[src/camCfgPkg.sv]
package camCfgPkg;

   typedef logic [7:0]  slaveAddr_t;   // 7-bit address << 1, rd bit in lsb
   typedef logic [15:0] regAddr_t;     // sensor register pointer
   typedef logic [7:0]  regData_t;
   typedef logic [5:0]  tableIdx_t;    // script position

   // transfer kinds understood by the I2C engine
   typedef enum logic [1:0] {
      WRITE_REG = 2'd0,   // addr, ptr hi, ptr lo, data
      WRITE_PTR = 2'd1,   // addr, ptr hi, ptr lo
      READ_BYTE = 2'd2    // addr with rd bit, one byte in
   } cmdKind_t;

   typedef struct packed {
      cmdKind_t   kind;
      slaveAddr_t slave;
      regAddr_t   regAddr;
      regData_t   data;
   } i2cCmd_t;

   // one line of the register script
   typedef struct packed {
      slaveAddr_t slave;     // DELAY_MARK turns the line into a wait
      regAddr_t   regAddr;
      regData_t   data;      // wait length in cycles for delay lines
   } tableEntry_t;

   localparam slaveAddr_t SENSOR_ADDR = 8'h6C;
   localparam slaveAddr_t DELAY_MARK  = 8'hAA;
   localparam regAddr_t   ID_REG      = 16'h300B;
   localparam regData_t   SENSOR_ID   = 8'h88;

   localparam int SCRIPT_LEN   = 24;   // entries in the table
   localparam int UPDATE_START = 16;   // loop re-enters here
   localparam int ID_RETRY_GAP = 6;    // idle before another ID attempt
   localparam int CMD_GAP      = 3;    // idle between two commands

endpackage

[src/cfgTable.sv]
`timescale 1ns/1ps

module cfgTable import camCfgPkg::*; (
   input  logic        CLK_400K,
   input  tableIdx_t   tableIdx,
   input  regData_t    testReg,
   input  regAddr_t    wSize,
   input  regAddr_t    hSize,
   input  regAddr_t    expo,
   output tableEntry_t entry
);

   function automatic tableEntry_t wr(input regAddr_t r, input regData_t d);
      return '{slave: SENSOR_ADDR, regAddr: r, data: d};
   endfunction

   function automatic tableEntry_t dly(input regData_t cycles);
      return '{slave: DELAY_MARK, regAddr: 16'h0000, data: cycles};
   endfunction

   // registered read, entry follows the index by one clock
   always_ff @(posedge CLK_400K) begin
      case (tableIdx)
         6'd0:    entry <= wr(16'h0103, 8'h01);       // software reset
         6'd1:    entry <= dly(8'd10);
         6'd2:    entry <= wr(16'h0100, 8'h00);       // standby
         6'd3:    entry <= wr(16'h0302, 8'd24);       // pll1 multiplier
         6'd4:    entry <= wr(16'h0303, 8'h00);       // pll1 divm
         6'd5:    entry <= wr(16'h0304, 8'h03);       // pll1 mipi div
         6'd6:    entry <= wr(16'h030E, 8'h00);       // pll2 divs
         6'd7:    entry <= wr(16'h030F, 8'h04);
         6'd8:    entry <= wr(16'h3018, 8'h72);       // mipi 4 lane
         6'd9:    entry <= wr(16'h3020, 8'h93);       // clock normal
         6'd10:   entry <= wr(16'h3808, wSize[15:8]); // x size hi
         6'd11:   entry <= wr(16'h3809, wSize[7:0]);
         6'd12:   entry <= wr(16'h380A, hSize[15:8]); // y size hi
         6'd13:   entry <= wr(16'h380B, hSize[7:0]);
         6'd14:   entry <= wr(16'h5E00, testReg);     // test pattern
         6'd15:   entry <= wr(16'h0100, 8'h01);       // stream on
         // update block, rewritten every pass
         6'd16:   entry <= wr(16'h3501, expo[15:8]);  // exposure hi
         6'd17:   entry <= wr(16'h3502, expo[7:0]);
         6'd18:   entry <= wr(16'h5E00, testReg);
         6'd19:   entry <= wr(16'h3808, wSize[15:8]);
         6'd20:   entry <= wr(16'h3809, wSize[7:0]);
         6'd21:   entry <= wr(16'h380A, hSize[15:8]);
         6'd22:   entry <= wr(16'h380B, hSize[7:0]);
         6'd23:   entry <= dly(8'hFF);                // pause before next pass
         default: entry <= dly(8'h00);
      endcase
   end

endmodule

[config.mk]
export PLATFORM = sky130hd
export DESIGN_NAME = cfgTable
export DESIGN_NICKNAME = d
export VERILOG_FILES = /design/src/camCfgPkg.sv /design/src/cfgTable.sv
export SDC_FILE = /design/constraint.sdc
export NUM_CORES = 1
export LEC_CHECK = 0
export ABC_AREA = 1
export BUFFER_PORTS_ARGS = -buffer_cell sky130_fd_sc_hd__buf_2
export CORE_MARGIN = 2
export CORE_UTILIZATION = 45
export CTS_BUF_LIST = sky130_fd_sc_hd__clkbuf_2
export DETAILED_ROUTE_END_ITERATION = 6
export PLACE_DENSITY_LB_ADDON = 0.05
export SLEW_MARGIN = 20
export SYNTH_ARGS = -nofsm -noshare
export SYNTH_HDL_FRONTEND = slang
export SYNTH_SLANG_ARGS = --single-unit
[constraint.sdc]
create_clock -name CLK_400K -period 1.4 [get_ports CLK_400K]
set_input_delay 0.07 -clock CLK_400K [delete_from_list [all_inputs] [get_ports CLK_400K]]
set_output_delay 0.07 -clock CLK_400K [all_outputs]
set_load 0.03 [all_outputs]
==> metrics.md <==
| Metric | Value |
|---|---|
| Status | `finished with violations` |
| Failing checks | `negative hold slack` |
| Max reg flops | `23` |
| Area Overhead vs Synth | `58.6%` |
| Crit-path max cell delay | `0.56 ns` |
| Initial antenna violation count | `0` |
| Hold crit path type | `in2reg` |
| Die width | `62.2 µm` |
| LEAKAGE | `0.00155 µW` |
| Buffers and inverters on the worst path | `4` |
| DR WL/cell | `12.0 µm` |
| Pin count of the biggest net entering global routing | `15` |
| Worst setup path class | `in2reg` |
| Tmin final | `1.35 ns` |
| Fin crit share | `0.962` |
| Top reg by flops | `entry` |
| Most frequent cells in the layout | `111 x nand2_1, 87 x buf_2, 46 x nor2_1` |
| Clk slew on worst S/H paths | `0.24 ns` |
| Maximum vdd drop | `0.411 mV` |
| Clk buf depth | `2` |
| Synth top area share | `0.302` |
| Final setup fails | `0` |
| IO Count | `95` |
| Num CTS Buffers | `3` |
| ANT cells | `0` |
| GP Congestion | `0.867` |
| Post-placement setup slack | `0.103 ns` |
| CP delay by family, top | `buffers and inverters` |
| Die Y | `62.2 µm` |
| FF+latch count, synth | `23` |
| DP Wirelength | `3.55 mm` |
| Port Buffer Count | `87` |
| Core footprint | `3280 µm²` |
| Fin worst setup slack | `0.0529 ns` |
| Final hold slack | `-0.00351 ns` |
| Detailed-route via count | `2090` |
| Layout cells sized above 1 | `0.314` |
| GRT Residual Overflow | `0` |
| CP endpoint kind | `register` |
| FILL cells | `282` |
| Number of synthesized flops with an enable pin | `0` |
| Critical Path RT | `1.73 ns` |
| Number of global-route vias before repair | `1755` |
| Area after DPL | `1980 µm²` |
| First DRT Iteration DRCs | `162` |
| Placed cell count | `403` |
| Pins Over Slew Limit | `0` |
| Worst Path Max Fanout | `7` |
| Synth warn | `0` |
| Power Dens Cells | `643 nW/µm²` |
| Max Clock Freq | `0.742 GHz` |
| Count of cell types in the netlist | `18` |
| Via density | `4.71` |
| Residual DRC | `0` |
| Row cnt | `21` |
| Synth area leaders | `dfxtp_1 30%, nand2_1 28%, nor2_1 13%, nand3_1 7.2%, inv_1 6.6%` |
| Biggest regs | `entry (23)` |
| Ys flop type | `dfxtp_1` |
| Worst path slowest cell | `dlygate4sd3_1` |
| CTS tree | `yes` |
| Nets | `462` |
| Drt pass-1 iters | `4` |
| Global-route wire length before repair | `8.09 mm` |
| Layout Cells excl Fill | `444` |
| Most common cell after layout, fill and taps aside | `nand2_1` |
| Crit path DAT | `1.67 ns` |
| CP cell instances | `buf_2 -> inv_2 -> nor2_4 -> nand2_2 -> nand2_1 -> nand2_4 -> inv_6 -> nand2_1 -> nand2_1 -> dlygate4sd3_1 -> nor2_1 -> nand2_1` |
| Mapped Area | `1530 µm²` |
| Most used cell, CP | `nand2_1` |
| Clock sink count | `23` |
| Mean Syn Cell Area | `5.59 µm²` |
| CTS Root Cell | `clkbuf_2` |
| Final ANT Viol Nets | `0` |
| H-tree depth | `1` |
| Die Area | `3870 µm²` |
| Seq/Total Area, Yosys | `0.302` |
| CP Launch Type | `input port` |
| Dominant cell type by area after synthesis | `dfxtp_1` |
| Final WL | `5.33 mm` |
| Max cap viols | `0` |
| Post-Layout Inst Area | `2420 µm²` |
| GRT Util Overall | `0.261` |
| Post-synth ARST share | `0` |
| Mapped Cells | `273` |
| Initial Utilization | `0.464` |
| Final Hold Fails | `2` |
-- through the flow --
step | power [µW] | TNS, ns | utilization
2_1_floorplan | 1030 | 0 | -
3_3_place_gp | 1180 | 0 | 0.602
3_5_place_dp | 1180 | 0 | 0.602
4_1_cts | 1510 | 0 | 0.706
5_1_grt | 1630 | -0.00144 | 0.736
6_report | 1560 | 0 | 0.736
-- cell families after synthesis --
kind of cell | Yosys count | share of synthesized area
AOI/OAI and AO/OA | 4 | 0.0180
buffers and inverters | 44 | 0.135
DFF | 23 | 0.302
other | 2 | 0.00492
and+or+nand+nor | 200 | 0.541
-- cell type report --
type / count / area (µm²) / share of cell area
Clock buffer: 3 / 15.0 / 0.00621
Sequential cell: 23 / 460 / 0.190
Inverter: 34 / 133 / 0.0548
Timing Repair Buffer: 126 / 812 / 0.336
Multi-Input combinational cell: 211 / 933 / 0.386
Tap cell: 46 / 57.6 / 0.0238
Clock inverter: 1 / 7.51 / 0.00310
-- cell usage after synthesis (2+ instances only) --
library cell,instances
nand2_2,4
dfxtp_1,23
nor2_1,51
nand2_1,114
inv_2,6
buf_4,10
nand4_1,2
inv_1,27
nor2_4,3
conb_1,2
nand3_1,22
nor2_2,3
-- where the power goes --
group | total, µW | switching (µW) | internal [µW] | leakage (µW)
Combinational | 539 | 332 | 207 | 0.00135
Sequential | 721 | 13.2 | 708 | 0.000189
Clock | 296 | 230 | 66.3 | 0.0000126
Total | 1560 | 575 | 981 | 0.00155
-- repair_timing --
action	4_1_cts	5_1_grt
hold buffers	32	0
buffers inserted	0	5
endpoints found under the setup margin	0	8
hold endpoints to repair	8	0
gates resized for setup	0	18
-- final timing paths --
path | cells past startpoint | startpoint | endpoint | slack (ns)
setup / recovery | 12 | tableIdx[4] | entry[1] | 0.05
hold / removal | 5 | expo[5] | entry[5] | -0.004
-- routing by layer --
metal	GRT usage	wire, µm	up-vias
met3	0.0254	316	10
met1	0.321	2200	931
met5	0	0	-
met2	0.474	2710	95
li1	-	-	1054
met4	0.0889	104	0
No activity file was read; power rests on OpenSTA's default activity.
