[config.mk]
export PLATFORM = sky130hd
export DESIGN_NAME = cfgSequencer
export DESIGN_NICKNAME = d
export VERILOG_FILES = /design/src/camCfgPkg.sv /design/src/cfgSequencer.sv
export SDC_FILE = /design/constraint.sdc
export NUM_CORES = 1
export LEC_CHECK = 0
export ABC_AREA = 1
export ABC_CLOCK_PERIOD_IN_PS = 2700
export BUFFER_PORTS_ARGS = -buffer_cell sky130_fd_sc_hd__buf_2
export CAP_MARGIN = 5
export CELL_PAD_IN_SITES_DETAIL_PLACEMENT = 0
export CELL_PAD_IN_SITES_GLOBAL_PLACEMENT = 2
export CORE_MARGIN = 1
export CORE_UTILIZATION = 29
export DETAILED_ROUTE_END_ITERATION = 16
export PLACE_DENSITY_LB_ADDON = 0.2
export SYNTH_ARGS = -nofsm -noshare
export SYNTH_HDL_FRONTEND = slang
export SYNTH_SLANG_ARGS = --single-unit
[constraint.sdc]
create_clock -name CLK_400K -period 2.7 [get_ports CLK_400K]
set_input_delay 0.81 -clock CLK_400K [delete_from_list [all_inputs] [get_ports CLK_400K]]
set_output_delay 0.81 -clock CLK_400K [all_outputs]
set_load 0.05 [all_outputs]
[src/camCfgPkg.sv]
package camCfgPkg;

   typedef logic [7:0]  slaveAddr_t;   // 7-bit address << 1, rd bit in lsb
   typedef logic [15:0] regAddr_t;     // sensor register pointer
   typedef logic [7:0]  regData_t;
   typedef logic [5:0]  tableIdx_t;    // script position

   // transfer kinds understood by the I2C engine
   typedef enum logic [1:0] {
      WRITE_REG = 2'd0,   // addr, ptr hi, ptr lo, data
      WRITE_PTR = 2'd1,   // addr, ptr hi, ptr lo
      READ_BYTE = 2'd2    // addr with rd bit, one byte in
   } cmdKind_t;

   typedef struct packed {
      cmdKind_t   kind;
      slaveAddr_t slave;
      regAddr_t   regAddr;
      regData_t   data;
   } i2cCmd_t;

   // one line of the register script
   typedef struct packed {
      slaveAddr_t slave;     // DELAY_MARK turns the line into a wait
      regAddr_t   regAddr;
      regData_t   data;      // wait length in cycles for delay lines
   } tableEntry_t;

   localparam slaveAddr_t SENSOR_ADDR = 8'h6C;
   localparam slaveAddr_t DELAY_MARK  = 8'hAA;
   localparam regAddr_t   ID_REG      = 16'h300B;
   localparam regData_t   SENSOR_ID   = 8'h88;

   localparam int SCRIPT_LEN   = 24;   // entries in the table
   localparam int UPDATE_START = 16;   // loop re-enters here
   localparam int ID_RETRY_GAP = 6;    // idle before another ID attempt
   localparam int CMD_GAP      = 3;    // idle between two commands

endpackage

[src/cfgSequencer.sv]
`timescale 1ns/1ps

module cfgSequencer import camCfgPkg::*; (
   input  logic        CLK_400K,
   input  logic        RESET_N,
   input  tableEntry_t entry,
   output tableIdx_t   tableIdx,
   output i2cCmd_t     cmd,
   output logic        go,
   input  logic        done,
   input  regData_t    rdData,
   output regData_t    idByte,
   output logic        cameraRelease
);

   typedef enum logic [2:0] {
      ID_PTR,         // point at the ID register
      ID_READ,        // fetch the ID byte
      SCRIPT_ISSUE,   // act on the current table entry
      BUSY,           // transfer in flight
      GAP,            // idle between commands
      DELAY,          // scripted wait, bus quiet
      RETRY           // wrong ID, back off
   } seqState_t;

   seqState_t state;
   regData_t  cnt;       // gap, delay and retry counter
   tableIdx_t nextIdx;

   // last entry wraps into the update block
   assign nextIdx = (tableIdx == tableIdx_t'(SCRIPT_LEN - 1)) ? tableIdx_t'(UPDATE_START) :
                    tableIdx + tableIdx_t'(1);

   always_ff @(posedge CLK_400K) begin
      if (!RESET_N) begin
         state         <= ID_PTR;
         tableIdx      <= '0;
         cmd           <= '0;
         go            <= 1'b0;
         cnt           <= '0;
         idByte        <= '0;
         cameraRelease <= 1'b0;
      end else begin
         go <= 1'b0;   // single cycle pulse
         case (state)
            ID_PTR: begin
               cmd   <= '{kind: WRITE_PTR, slave: SENSOR_ADDR, regAddr: ID_REG, data: 8'h00};
               go    <= 1'b1;
               state <= BUSY;
            end
            ID_READ: begin
               cmd   <= '{kind: READ_BYTE, slave: SENSOR_ADDR, regAddr: ID_REG, data: 8'h00};
               go    <= 1'b1;
               state <= BUSY;
            end
            SCRIPT_ISSUE: begin
               if (entry.slave == DELAY_MARK) begin
                  cnt   <= '0;
                  state <= DELAY;
               end else begin
                  cmd.kind    <= WRITE_REG;
                  cmd.slave   <= entry.slave;
                  cmd.regAddr <= entry.regAddr;
                  cmd.data    <= entry.data;
                  go          <= 1'b1;
                  state       <= BUSY;
               end
            end
            BUSY: begin
               if (done) begin
                  cnt   <= '0;
                  state <= GAP;
                  case (cmd.kind)
                     READ_BYTE: begin
                        idByte <= rdData;
                        if (rdData != SENSOR_ID)
                           state <= RETRY;
                     end
                     WRITE_REG: begin
                        // stream-on entry sits just before the update block
                        if (tableIdx == tableIdx_t'(UPDATE_START - 1))
                           cameraRelease <= 1'b1;
                        tableIdx <= nextIdx;
                     end
                     default: ;   // pointer set, read comes next
                  endcase
               end
            end
            GAP: begin
               if (cnt == regData_t'(CMD_GAP - 1)) begin
                  if (cmd.kind == WRITE_PTR)
                     state <= ID_READ;
                  else
                     state <= SCRIPT_ISSUE;
               end else begin
                  cnt <= cnt + 8'd1;
               end
            end
            DELAY: begin
               if (cnt == entry.data) begin
                  tableIdx <= nextIdx;
                  cnt      <= '0;
                  state    <= GAP;   // also covers the table read latency
               end else begin
                  cnt <= cnt + 8'd1;
               end
            end
            RETRY: begin
               if (cnt == regData_t'(ID_RETRY_GAP - 1))
                  state <= ID_PTR;
               else
                  cnt <= cnt + 8'd1;
            end
            default: state <= ID_PTR;
         endcase
      end
   end

endmodule

==> key figures <==
Worst hold path
  – Worst Hold Class: reg -> reg

Clocking
  – Clk_lat worst skew: 0.33 ns
  – CTS buffer count: 9
  – TritonCTS clock tree: done
  – Post CTS Setup Buffer Count: 0
  – CTS Buffer Depth: 2
  – Clock sink total: 61
  – Reg clk slew, reported paths: 0.07 ns
  – CTS Root Buffer Type: clkbuf_8
  – CTS Hold Buffers Added: 0
  – CTS HTree Levels: 3
  – Post-CTS resize count: 0

Detailed routing
  – Post-route ant nets: 0
  – Pre-Repair DR Iteration Count: 4
  – Vias: 2912
  – Vias per cell: 4.52
  – Mean routed wirelength per cell: 12.6 um
  – DRC viols: 0
  – First-iteration detailed-routing DRC count: 124
  – Routed WL: 8130 um

Yosys
  – Sequential share of the synthesized area: 40.8%
  – Synthesized area: 2990 sq um
  – Leading area contributor after synthesis: dfxtp_1
  – Post-synthesis register bit count: 61
  – Top-count cell post-synth: nand2_1
  – Top cells by count, synth: 115 x nand2_1, 61 x dfxtp_1, 43 x a21oi_1
  – Synth warn: 0
  – Post-Syn Nets: 463
  – Netlist cell types: 38
  – Post-synthesis cell count: 416
  – Post-synthesis area per instance: 7.19 sq um
  – Ys flop type: dfxtp_1
  – Share of synthesized registers carrying an async set or reset: 0%
  – Main area contributors after synthesis: dfxtp_1 41%, nand2_1 14%, a21oi_1 7.2%, nand3_1 4.9%, nor2_1 4.5%
  – Post-synth EDFFs: 0
  – Area share of the largest cell type after synthesis: 40.8%

Setup path
  – Worst path max stage delay: 0.45 ns
  – R2r worst-path depth: 6
  – CP arrival: 2.31 ns
  – Endpoint type of the worst setup path: flop
  – Worst Setup EP: cmd[6]$_SDFFE_PN0P_
  – Crit-path cells: buf_2, inv_1, nand2_1, nor2_1, nand2_1, nand2_4, nand2_2, inv_2, nand2_1, a21oi_1
  – Endpoint of the worst register-to-register path: cmd[6]$_SDFFE_PN0P_
  – Critical path's most frequent cell: nand2_1
  – RR Startpoint: state[2]$_SDFFE_PN0P_
  – Critical path startpoint category: primary input
  – CP startpoint: entry[26]
  – Setup Crit Path Kind: in -> reg
  – Critical Path Slowest Stage Cell: inv_2
  – Max Fanout on Critical Path: 32
  – WP data required: 2.96 ns
  – Worst reg2reg setup slack: 0.79 ns

Global route
  – Vias in the first global route: 2760
  – Largest net degree at the start of global routing: 38
  – Initial antenna violation count: 0
  – GR Overflow Total: 0
  – Global Route Usage Sum: 15.9%
  – First-pass GRT wire length: 13800 um

Floorplanning
  – Die Ht: 104 um
  – I/O pin count: 93
  – Die width: 104 um
  – Core area: 9860 sq um
  – FP Rows: 36
  – Initial core utilization: 30.3%
  – Die Area: 10700 sq um

STA
  – Slew @ Worst Pin: 0.524 ns
  – Hold Vio Cnt, Final: 0
  – Relative slew slack: 65.0%
  – Final setup violation count: 0
  – Tmin final: 2.05 ns
  – Unrepaired setup endpoints after global routing: false
  – Final setup TNS: 0 ns
  – Fin. max-slew vios: 0
  – Final Cycle Share: 75.9%
  – Slack of the critical path: 0.651 ns
  – Clk_skew: 0.00329 ns
  – Fmax: 488 MHz

Layout
  – Share of layout cells above drive strength 1: 27.2%
  – Number of nets in the layout: 553
  – Final Util: 37.8%
  – Layout area overhead: 24.8%
  – Antenna diode count: 0

Placement
  – Port bufs: 92
  – Detailed Place HPWL: 5930 um
  – Routability cong.: 0.752
  – Post-Place Setup Slack: 0.275 ns

Run status
  – Status: finished, final reports clean

Pwr
  – Pwr Density: 1010 nW/um^2
  – Peak supply drop: 0.325 mV
  – Final Power: 3750 uW
  – Static Leakage: 0.00170 uW

Job
  – Maxcap violations: 0
cell type report:
| class | count | area (sq um) |
|---|---|---|
| fill | 1084 | 6130 |
| sequential | 61 | 1220 |
| timing repair buffer | 93 | 480 |
| tap | 133 | 166 |
| inverter | 41 | 158 |
| clock buffer | 9 | 124 |
| multi-input combinational | 300 | 1510 |
| clock inverter | 7 | 73.8 |
layer usage:
layer | routed length [um] | up-vias | global-route usage (%)
met5 | 0 | - | 0
met4 | 85 | 0 | 5.90
met3 | 394 | 8 | 3.21
met2 | 3700 | 69 | 26.1
met1 | 3950 | 1303 | 20.5
li1 | - | 1532 | -
worst min-delay path by stage:
stage | start | end | slack [ns] | cells after the start
final | cmd[0]$_SDFFE_PN0P_ | cmd[0]$_SDFFE_PN0P_ | 0.46 | 2
after global routing | cmd[24]$_SDFFE_PN0P_ | cmd[24]$_SDFFE_PN0P_ | 0.48 | 2
after CTS | cmd[0]$_SDFFE_PN0P_ | cmd[0]$_SDFFE_PN0P_ | 0.46 | 2
after detailed placement | cmd[0]$_SDFFE_PN0P_ | cmd[0]$_SDFFE_PN0P_ | 0.45 | 2
after global placement | cmd[14]$_SDFFE_PN0P_ | cmd[14]$_SDFFE_PN0P_ | 0.44 | 2
after floorplan | state[0]$_SDFFE_PN0P_ | cmd[33]$_SDFFE_PN0P_ | 0.50 | 2
through the flow:
stage	cell area (sq um)	cells	hold slack (ns)
after floorplan	2990	416	0.500
after global placement	3530	628	0.445
after detailed placement	3530	628	0.450
after CTS	3730	644	0.461
after global routing	3730	644	0.482
final	3730	644	0.461
sequential cells by signal (all words and copies together) (netlist names):
signal         count
idByte             8
cmd               34
cnt                8
cameraRelease      1
tableIdx           6
state              3
go                 1
kinds of logic (layout without fill, tap and decap cells):
group / after synthesis / in the layout / synth area share [%]
buffers and inverters: 55 / 150 / 8.74
AND/OR/NAND/NOR: 213 / 213 / 32.6
flip-flops: 61 / 61 / 40.8
adder cells (fa/ha/maj): 4 / 4 / 1.67
AO/OA/AOI/OAI: 75 / 75 / 13.8
XOR/XNOR: 8 / 8 / 2.34
power breakdown:
group	internal, uW	leakage [uW]	switching [uW]
sequential	1080	0.000498	151
clock	431	0.000100	388
combinational	430	0.00110	1270
layout by cell type, fill, tap and decap left out, types with 3 or more instances in the layout:
cell type  instances
nand4_1           10
nand2_1          115
nor2_1            36
buf_2             92
xor2_1             5
nand3_1           29
inv_2              5
clkinv_2           3
nand3b_1           3
ha_1               4
xnor2_1            3
clkbuf_8           9
inv_1             33
nand2_2            6
a21oi_1           43
a31oi_1            3
o21ai_0           22
dfxtp_1           61
nor2_2             3
worst max-delay path: cells and delay by family:
family | cells | cell delay, ns
AND/OR/NAND/NOR | 6 | 0.75
buffers and inverters | 3 | 0.61
AO/OA/AOI/OAI | 1 | 0.14
No activity file was read; power rests on OpenSTA's default activity.
