**src/camCfgPkg.sv**
```systemverilog
package camCfgPkg;

   typedef logic [7:0]  slaveAddr_t;   // 7-bit address << 1, rd bit in lsb
   typedef logic [15:0] regAddr_t;     // sensor register pointer
   typedef logic [7:0]  regData_t;
   typedef logic [5:0]  tableIdx_t;    // script position

   // transfer kinds understood by the I2C engine
   typedef enum logic [1:0] {
      WRITE_REG = 2'd0,   // addr, ptr hi, ptr lo, data
      WRITE_PTR = 2'd1,   // addr, ptr hi, ptr lo
      READ_BYTE = 2'd2    // addr with rd bit, one byte in
   } cmdKind_t;

   typedef struct packed {
      cmdKind_t   kind;
      slaveAddr_t slave;
      regAddr_t   regAddr;
      regData_t   data;
   } i2cCmd_t;

   // one line of the register script
   typedef struct packed {
      slaveAddr_t slave;     // DELAY_MARK turns the line into a wait
      regAddr_t   regAddr;
      regData_t   data;      // wait length in cycles for delay lines
   } tableEntry_t;

   localparam slaveAddr_t SENSOR_ADDR = 8'h6C;
   localparam slaveAddr_t DELAY_MARK  = 8'hAA;
   localparam regAddr_t   ID_REG      = 16'h300B;
   localparam regData_t   SENSOR_ID   = 8'h88;

   localparam int SCRIPT_LEN   = 24;   // entries in the table
   localparam int UPDATE_START = 16;   // loop re-enters here
   localparam int ID_RETRY_GAP = 6;    // idle before another ID attempt
   localparam int CMD_GAP      = 3;    // idle between two commands

endpackage

```
**src/i2cTransfer.sv**
```systemverilog
`timescale 1ns/1ps

module i2cTransfer import camCfgPkg::*; (
   input  logic     CLK_400K,
   input  logic     RESET_N,
   input  i2cCmd_t  cmd,
   input  logic     go,
   output logic     done,
   output regData_t rdData,
   input  logic     sdaIn,
   output logic     sdaOut,
   output logic     sdaOe,
   output logic     scl
);

   typedef enum logic [2:0] {
      IDLE,
      START_A,   // bus free, both lines high
      START_B,   // sda low under scl high
      BIT_LO,
      BIT_HI,
      STOP_LO,
      STOP_HI    // sda released on exit gives the stop
   } xferState_t;

   xferState_t state;
   logic [3:0] bitCnt;      // 0..7 data, 8 ack slot
   logic [1:0] byteCnt;
   logic [1:0] lastByte;
   logic [7:0] shiftReg;    // msb goes out first
   logic       readPhase;   // slave drives the data bits

   // byte sequence: address, pointer hi, pointer lo, data
   function automatic logic [7:0] byteAt(input logic [1:0] idx, input i2cCmd_t c);
      logic [7:0] b;
      case (idx)
         2'd0:    b = (c.kind == READ_BYTE) ? (c.slave | 8'h01) : c.slave;
         2'd1:    b = c.regAddr[15:8];
         2'd2:    b = c.regAddr[7:0];
         default: b = c.data;
      endcase
      return b;
   endfunction

   always_comb begin
      case (cmd.kind)
         WRITE_REG: lastByte = 2'd3;
         WRITE_PTR: lastByte = 2'd2;
         default:   lastByte = 2'd1;
      endcase
   end

   assign readPhase = (cmd.kind == READ_BYTE) && (byteCnt == 2'd1);
   assign done      = (state == STOP_HI);

   always_ff @(posedge CLK_400K) begin
      if (!RESET_N) begin
         state   <= IDLE;
         bitCnt  <= '0;
         byteCnt <= '0;
      end else begin
         case (state)
            IDLE: begin
               if (go)
                  state <= START_A;
            end
            START_A: state <= START_B;
            START_B: begin
               bitCnt  <= '0;
               byteCnt <= '0;
               state   <= BIT_LO;
            end
            BIT_LO: state <= BIT_HI;
            BIT_HI: begin
               if (bitCnt != 4'd8) begin
                  bitCnt <= bitCnt + 4'd1;
                  state  <= BIT_LO;
               end else if (byteCnt == lastByte) begin
                  state <= STOP_LO;
               end else begin
                  bitCnt  <= '0;
                  byteCnt <= byteCnt + 2'd1;
                  state   <= BIT_LO;
               end
            end
            STOP_LO: state <= STOP_HI;
            default: state <= IDLE;
         endcase
      end
   end

   // shifts out on writes and samples sdaIn with scl high on reads
   always_ff @(posedge CLK_400K) begin
      if (state == START_B) begin
         shiftReg <= byteAt(2'd0, cmd);
      end else if (state == BIT_HI) begin
         if (bitCnt == 4'd8)
            shiftReg <= byteAt(byteCnt + 2'd1, cmd);
         else
            shiftReg <= {shiftReg[6:0], sdaIn};
      end
   end

   always_ff @(posedge CLK_400K) begin
      if (state == BIT_HI && readPhase && bitCnt == 4'd7)
         rdData <= {shiftReg[6:0], sdaIn};   // last data bit of the read
   end

   always_comb begin
      scl    = 1'b1;
      sdaOe  = 1'b0;
      sdaOut = 1'b1;
      case (state)
         START_B, STOP_HI: begin
            sdaOe  = 1'b1;
            sdaOut = 1'b0;
         end
         STOP_LO: begin
            scl    = 1'b0;
            sdaOe  = 1'b1;
            sdaOut = 1'b0;
         end
         BIT_LO, BIT_HI: begin
            scl = (state == BIT_HI);
            // ack slot and read bits leave the line to the slave, nack on read
            if (bitCnt != 4'd8 && !readPhase) begin
               sdaOe  = 1'b1;
               sdaOut = shiftReg[7];
            end
         end
         default: ;
      endcase
   end

endmodule

```
**config.mk**
```make
export PLATFORM = sky130hd
export DESIGN_NAME = i2cTransfer
export DESIGN_NICKNAME = d
export VERILOG_FILES = /design/src/camCfgPkg.sv /design/src/i2cTransfer.sv
export SDC_FILE = /design/constraint.sdc
export NUM_CORES = 1
export LEC_CHECK = 0
export BUFFER_PORTS_ARGS = -buffer_cell sky130_fd_sc_hd__buf_2
export CORE_UTILIZATION = 43
export CTS_BUF_LIST = sky130_fd_sc_hd__clkbuf_4
export CTS_CLUSTER_SIZE = 12
export DETAILED_ROUTE_END_ITERATION = 10
export GPL_ROUTABILITY_DRIVEN = 0
export MAX_ROUTING_LAYER = met4
export PLACE_DENSITY = 0.73
export SLEW_MARGIN = 15
export SYNTH_ARGS = -nofsm -noshare
export SYNTH_HDL_FRONTEND = slang
export SYNTH_SLANG_ARGS = --single-unit
```
**constraint.sdc**
```tcl
create_clock -name CLK_400K -period 3.1 [get_ports CLK_400K]
set_input_delay 0.155 -clock CLK_400K [delete_from_list [all_inputs] [get_ports CLK_400K]]
set_output_delay 0.155 -clock CLK_400K [all_outputs]
set_load 0.02 [all_outputs]
```
==> flow_summary.json, run 1 <==
{
  "crit_type": "flip-flop to output port",
  "pin_count": 50,
  "numCtsBuffers": 3,
  "run_status": "completed",
  "grtUsageTotal": 0.1872,
  "skew_ns": 0.006632,
  "slew_viol_final": 0,
  "synthesis.area_sq_um": 1509,
  "cts.clk_slew.worst_paths_ns": 0.14,
  "grt_pass1_vias": 1116,
  "yosysTopAreaCell": "edfxtp_1",
  "cp.required_ns": 2.94,
  "hold_viol_final": 0,
  "grt_antenna_before_repair": 0,
  "share_seq_of_total_power": 0.605,
  "swShare": 0.2643,
  "rsz0062_at_grt": "no",
  "start_util": 0.4522,
  "maxCapViolCount": 0,
  "clock_power_share": 0.243,
  "drtIter0Drc": 124,
  "ys_async_sr_fraction": 0,
  "finalWirelength_mm": 3.206,
  "endpoint_kind": "output port",
  "synth_top_area_share": 0.3184,
  "slew_headroom": 0.5771,
  "worstHoldPathType": "primary input to flip-flop",
  "final_area_sq_um": 1784,
  "synth-edff-count": 16,
  "clock.fmax_mhz": 469.5,
  "synth_ff_type": "edfxtp_1",
  "synth_top_cells_by_area": "edfxtp_1, dfxtp_1, a21oi_1, nand2_1, ha_1",
  "cp_data_arrival_time_ns": 1.98,
  "vias_per_cell": 5.406,
  "finalSetupViolCount": 0,
  "fp.coreArea_sq_um": 3337,
  "grt_max_degree": 17,
  "synth_nets": 211,
  "rows": 21,
  "overflow": 0,
  "ir_worst_vdd_mv": 0.1361,
  "cts_hold_buf": 0,
  "ys_warn_count": 0,
  "crit_fanout": 13,
  "post_drt_wl_per_cell_microns": 12.62,
  "area_growth_pct": 18.24,
  "worst_pin_slew_ns": 0.6315,
  "grt_pass1_wl_mm": 5.030,
  "power_frac_comb": 0.152,
  "root_buffer": "clkbuf_4",
  "dr.pass1.iters": 8,
  "vias": 1373,
  "drtAntennaViolNets": 0,
  "post_cts.repair.setup_buffers": 0,
  "postCtsResizedCells": 0,
  "drive_above_1_share": 0.2740,
  "clock_sinks": 25,
  "internal_power_mw": 0.4625,
  "syn_avg_cell_area_sq_um": 9.090,
  "dp_hpwl_mm": 2.461,
  "finalCritPeriodShare": 0.6871,
  "tns_ns": 0,
  "insertion_delay_ns": 0.33,
  "power.density_nw_per_um2": 352.4,
  "place_area_sq_um": 1754,
  "cts_tree": "done",
  "syn_inst": 166,
  "layout.nets": 254,
  "synth_common_cells": "nand2_1, a21oi_1, edfxtp_1, nor2_1, o21ai_0",
  "ys_seq_area_frac": 0.4378,
  "cts_buffer_depth": 2,
  "die_w_microns": 61.24,
  "dieHeight_microns": 61.24,
  "power.leakage_nw": 0.7008,
  "floorplan.die_area_sq_um": 3750,
  "io_buffers": 49,
  "synthMostInstantiatedCell": "nand2_1",
  "drc": 0,
  "synth-seq-cells": 25,
  "crit_path_start_kind": "flip-flop",
  "num_antenna_cells": 0,
  "synth_cell_type_count": 35,
  "fin_crit_ns": 2.130,
  "switchingPower_mw": 0.1661,
  "cts_max_level": 1
}
worst max-delay path, cell delays in order, from the launching register on:
cell,delay [ns]
dfxtp_1,0.39
inv_1,0.08
ha_1,0.21
nand3b_1,0.37
nand3b_1,0.16
a21oi_1,0.18
o22ai_1,0.08
buf_2,0.17
path summary, 6_finish.rpt:
| kind | from | to | slack, ns | cells after the start |
|---|---|---|---|---|
| setup / recovery | bitCnt[0] | sdaOut | 0.97 | 7 |
| hold / removal | sdaIn | rdData[0] | 0.02 | 1 |
| setup reg to reg | byteCnt[0] | shiftReg[0] | 1.28 | 6 |
| hold reg to reg | shiftReg[4] | rdData[5] | 0.47 | 0 |
flip-flops by register name, indices dropped and copies added, names as in the netlist:
| signal | flops |
|---|---|
| state | 3 |
| bitCnt | 4 |
| rdData | 8 |
| shiftReg | 8 |
| byteCnt | 2 |
power groups by stage:
| stage | logic [mW] | registers (mW) | clock network [mW] |
|---|---|---|---|
| floorplan | 0.0633 | 0.380 | 0 |
| global placement | 0.0947 | 0.387 | 0 |
| detailed placement | 0.0942 | 0.388 | 0 |
| CTS | 0.0945 | 0.381 | 0.156 |
| global route | 0.106 | 0.383 | 0.164 |
| finish | 0.0953 | 0.381 | 0.153 |
cell type report:
| cell class | count | area (sq um) |
|---|---|---|
| timing repair buffer | 50 | 252.7 |
| multi-input combinational | 121 | 753.2 |
| inverter | 8 | 30.03 |
| tap | 46 | 57.56 |
| fill | 303 | 1553 |
| sequential | 25 | 660.6 |
| clock inverter | 1 | 7.507 |
| clock buffer | 3 | 22.52 |
metal layers:
metal  GRT usage  wire (microns)  vias to the layer above  share of wire
met3     0.02521             244                        5          0.076
li1            -               -                      695              -
met4     0.07792              47                        0          0.015
met5           -               0                        -              0
met2      0.2531            1432                       65           0.45
met1      0.2769            1481                      608           0.46
stage by stage:
stage          total power [mW]  std cells  hold WS (ns)  setup WS (ns)    util
4_1_cts                  0.6307        254       0.01999         0.9618  0.5347
6_report                 0.6287        254       0.02103         0.9699  0.5347
5_1_grt                  0.6531        254       0.01524         0.7967  0.5347
2_1_floorplan            0.4436        166        0.2539          1.133       -
3_3_place_gp             0.4820        250        0.3569          1.312  0.5257
3_5_place_dp             0.4824        250        0.3679          1.291  0.5257
cell families after synthesis:
family	count (synthesis)	synth area share
and+or+nand+nor	62	0.2131
buffers and inverters	20	0.06302
muxes	3	0.01990
adders and majority gates	7	0.05804
DFF	25	0.4378
AOI/OAI and AO/OA	49	0.2081
cells in the final DEF, fill, tap and decap left out, drive strengths merged:
cell type	Yosys	routed
o21bai	1	1
nor4b	1	1
nand3b	6	6
o21ai	11	11
or4bb	2	2
dfxtp	9	9
a21oi	19	19
a31oi	5	5
inv	8	8
or3b	1	1
nor3	2	2
a32oi	1	1
nor2	12	12
o31ai	2	2
and3b	1	1
a222oi	7	7
o22ai	1	1
or3	1	1
nor3b	1	1
nand2b	3	3
o2111ai	1	1
clkbuf	7	3
nand3	6	6
ha	7	7
nor2b	1	1
a221o	1	1
clkinvlp	0	1
mux2i	3	3
buf	5	50
edfxtp	16	16
nand2	25	25
Note: power is estimated with default switching activity, not from simulation.
==> inputs of run 2 (changes only) <==
clock period = 2.1 ns   (was 3.1 ns; I/O delays follow)
==> run 2 against run 1 <==
Clock power increased by 44%. Critical path depth rose by 1. Core utilization increased by 1.1 points. Final area grew 2.0%. Clock skew fell by 0.0018 ns. Combinational power increased by 53%. Sequential power up 47%. Clock-buffer cell count unchanged. Sequential share of layout area fell by 0.74 points. Total power grew 48%. Setup slack worse by 0.83 ns. Die area did not move. Critical path type unchanged. Highest routed layer unchanged.
==> flow_summary.json, run 2 (same netlist as run 1, synthesis figures left out) <==
{
  "run_status": "completed",
  "slew_viol_final": 0,
  "power.density_nw_per_um2": 509.6,
  "reg2reg_depth": 6,
  "fp.coreArea_sq_um": 3337,
  "post_cts.repair.setup_buffers": 0,
  "cts_buffer_depth": 2,
  "rr_startpoint": "byteCnt[0]",
  "root_buffer": "clkbuf_4",
  "r2r_slack_ns": 0.29,
  "dp_hpwl_mm": 2.592,
  "finalSetupViolCount": 0,
  "final_cell_mix": "buf_2, nand2_1, a21oi_1, edfxtp_1, nor2_1",
  "crit_path_start_kind": "flip-flop",
  "grt_max_degree": 16,
  "post_drt_wl_per_cell_microns": 13.11,
  "overflow": 0,
  "slew_headroom": 0.6021,
  "crit_type": "flip-flop to output port",
  "cp.required_ns": 2.00,
  "crit_fanout": 11,
  "pin_count": 50,
  "layout_commonest_cell": "buf_2",
  "start_util": 0.4522,
  "drtAntennaViolNets": 0,
  "fin_crit_ns": 1.964,
  "finalWirelength_mm": 3.382,
  "min_path_cells": 3,
  "drtIter0Drc": 94,
  "dieHeight_microns": 61.24,
  "rows": 21,
  "final_core_util": 0.5456,
  "skew_ns": 0.004857,
  "grt_antenna_before_repair": 0,
  "num_antenna_cells": 0,
  "clock_sinks": 25,
  "hold_viol_final": 0,
  "floorplan.die_area_sq_um": 3750,
  "crit_start": "bitCnt[0]",
  "drc": 0,
  "cp_data_arrival_time_ns": 1.86,
  "grtUsageTotal": 0.1928,
  "maxCapViolCount": 0,
  "timing.rr.end": "shiftReg[0]",
  "dr.pass1.iters": 6,
  "grt_pass1_vias": 1161,
  "endpoint_kind": "output port",
  "insertion_delay_ns": 0.32,
  "die_w_microns": 61.24,
  "vias_per_cell": 5.512,
  "cts_tree": "done",
  "worstHoldPathType": "primary input to flip-flop",
  "cts.clk_slew.worst_paths_ns": 0.14,
  "worstSetupEndpoint": "sdaOut",
  "hold_slack_ns": 0.09758,
  "drive_above_1_share": 0.2830,
  "vias": 1422,
  "finalCritPeriodShare": 0.9354,
  "layout.nets": 258,
  "reg_top3": "rdData (8), shiftReg (8), bitCnt (4)",
  "cts_max_level": 1,
  "clock.fmax_mhz": 509.1,
  "grt_pass1_wl_mm": 5.188,
  "power.leakage_nw": 0.7207,
  "tns_ns": 0,
  "ir_worst_vdd_mv": 0.2074,
  "io_buffers": 49,
  "area_growth_pct": 20.65,
  "numCtsBuffers": 3,
  "rsz0062_at_grt": "no",
  "worst_pin_slew_ns": 0.5943
}
-- run 2: cell types whose count changed in the layout (fill, tap and decap cells not counted), sizes merged --
cell / previous run / this run
dlygate4sd3: 0 / 1
buf: 50 / 53
-- run 2: layout make-up --
| cell class | instances | area [sq um] |
|---|---|---|
| fillers | 333 | 1516 |
| flip-flops and latches | 25 | 660.6 |
| clock inverters | 1 | 7.507 |
| repair buffers | 54 | 289.0 |
| clock buffers | 3 | 22.52 |
| well taps | 46 | 57.56 |
| multi-input cells | 121 | 753.2 |
| inverters | 8 | 30.03 |
-- run 2: layer usage --
layer  global-route usage  up-vias  part of all wire
met3              0.02521        2             0.072
met2               0.2748       72              0.45
met4              0.04870        0            0.0056
li1                     -      706                 -
met1               0.2865      642              0.47
met5                    -        -                 0
-- run 2: how the worst min path moves through the flow --
stage,startpoint,end,slack [ns]
floorplan,sdaIn,rdData[0],0.20
finish,RESET_N,byteCnt[1],0.1
CTS,RESET_N,byteCnt[1],0.09
global route,RESET_N,bitCnt[1],0.10
detailed placement,sdaIn,rdData[0],0.31
global placement,sdaIn,rdData[0],0.31
-- run 2: per-stage QoR --
stage | area [sq um] | cells | power, mW | setup WS, ns
floorplan | 1509 | 166 | 0.6548 | 0.1333
global placement | 1777 | 253 | 0.7152 | 0.3708
detailed placement | 1777 | 253 | 0.7166 | 0.3225
CTS | 1817 | 258 | 0.9362 | 0.09164
global route | 1821 | 258 | 0.9672 | 0.0003457
finish | 1821 | 258 | 0.9278 | 0.1357
-- run 2: where the power goes --
part	total, mW	internal [mW]	switching, mW	leakage, nW
registers	0.561	0.546	0.0150	0.218
clock network	0.220	0.0729	0.148	0.0139
logic	0.146	0.0671	0.0792	0.489
total	0.928	0.686	0.242	0.721
-- run 2: timing repair --
item	4_1_cts	5_1_grt
endpoints found under the setup margin	0	1
hold buffers	1	0
resized for setup	0	1
endpoints found under the hold margin	1	0
-- run 2: worst max-delay path, cell delays in order (launching register included) --
cell      delay, ns
dfxtp_1        0.39
inv_1          0.09
ha_1           0.22
nand3b_1       0.16
buf_6          0.17
nand3b_1       0.10
a21oi_1        0.16
o22ai_1        0.08
buf_2          0.17
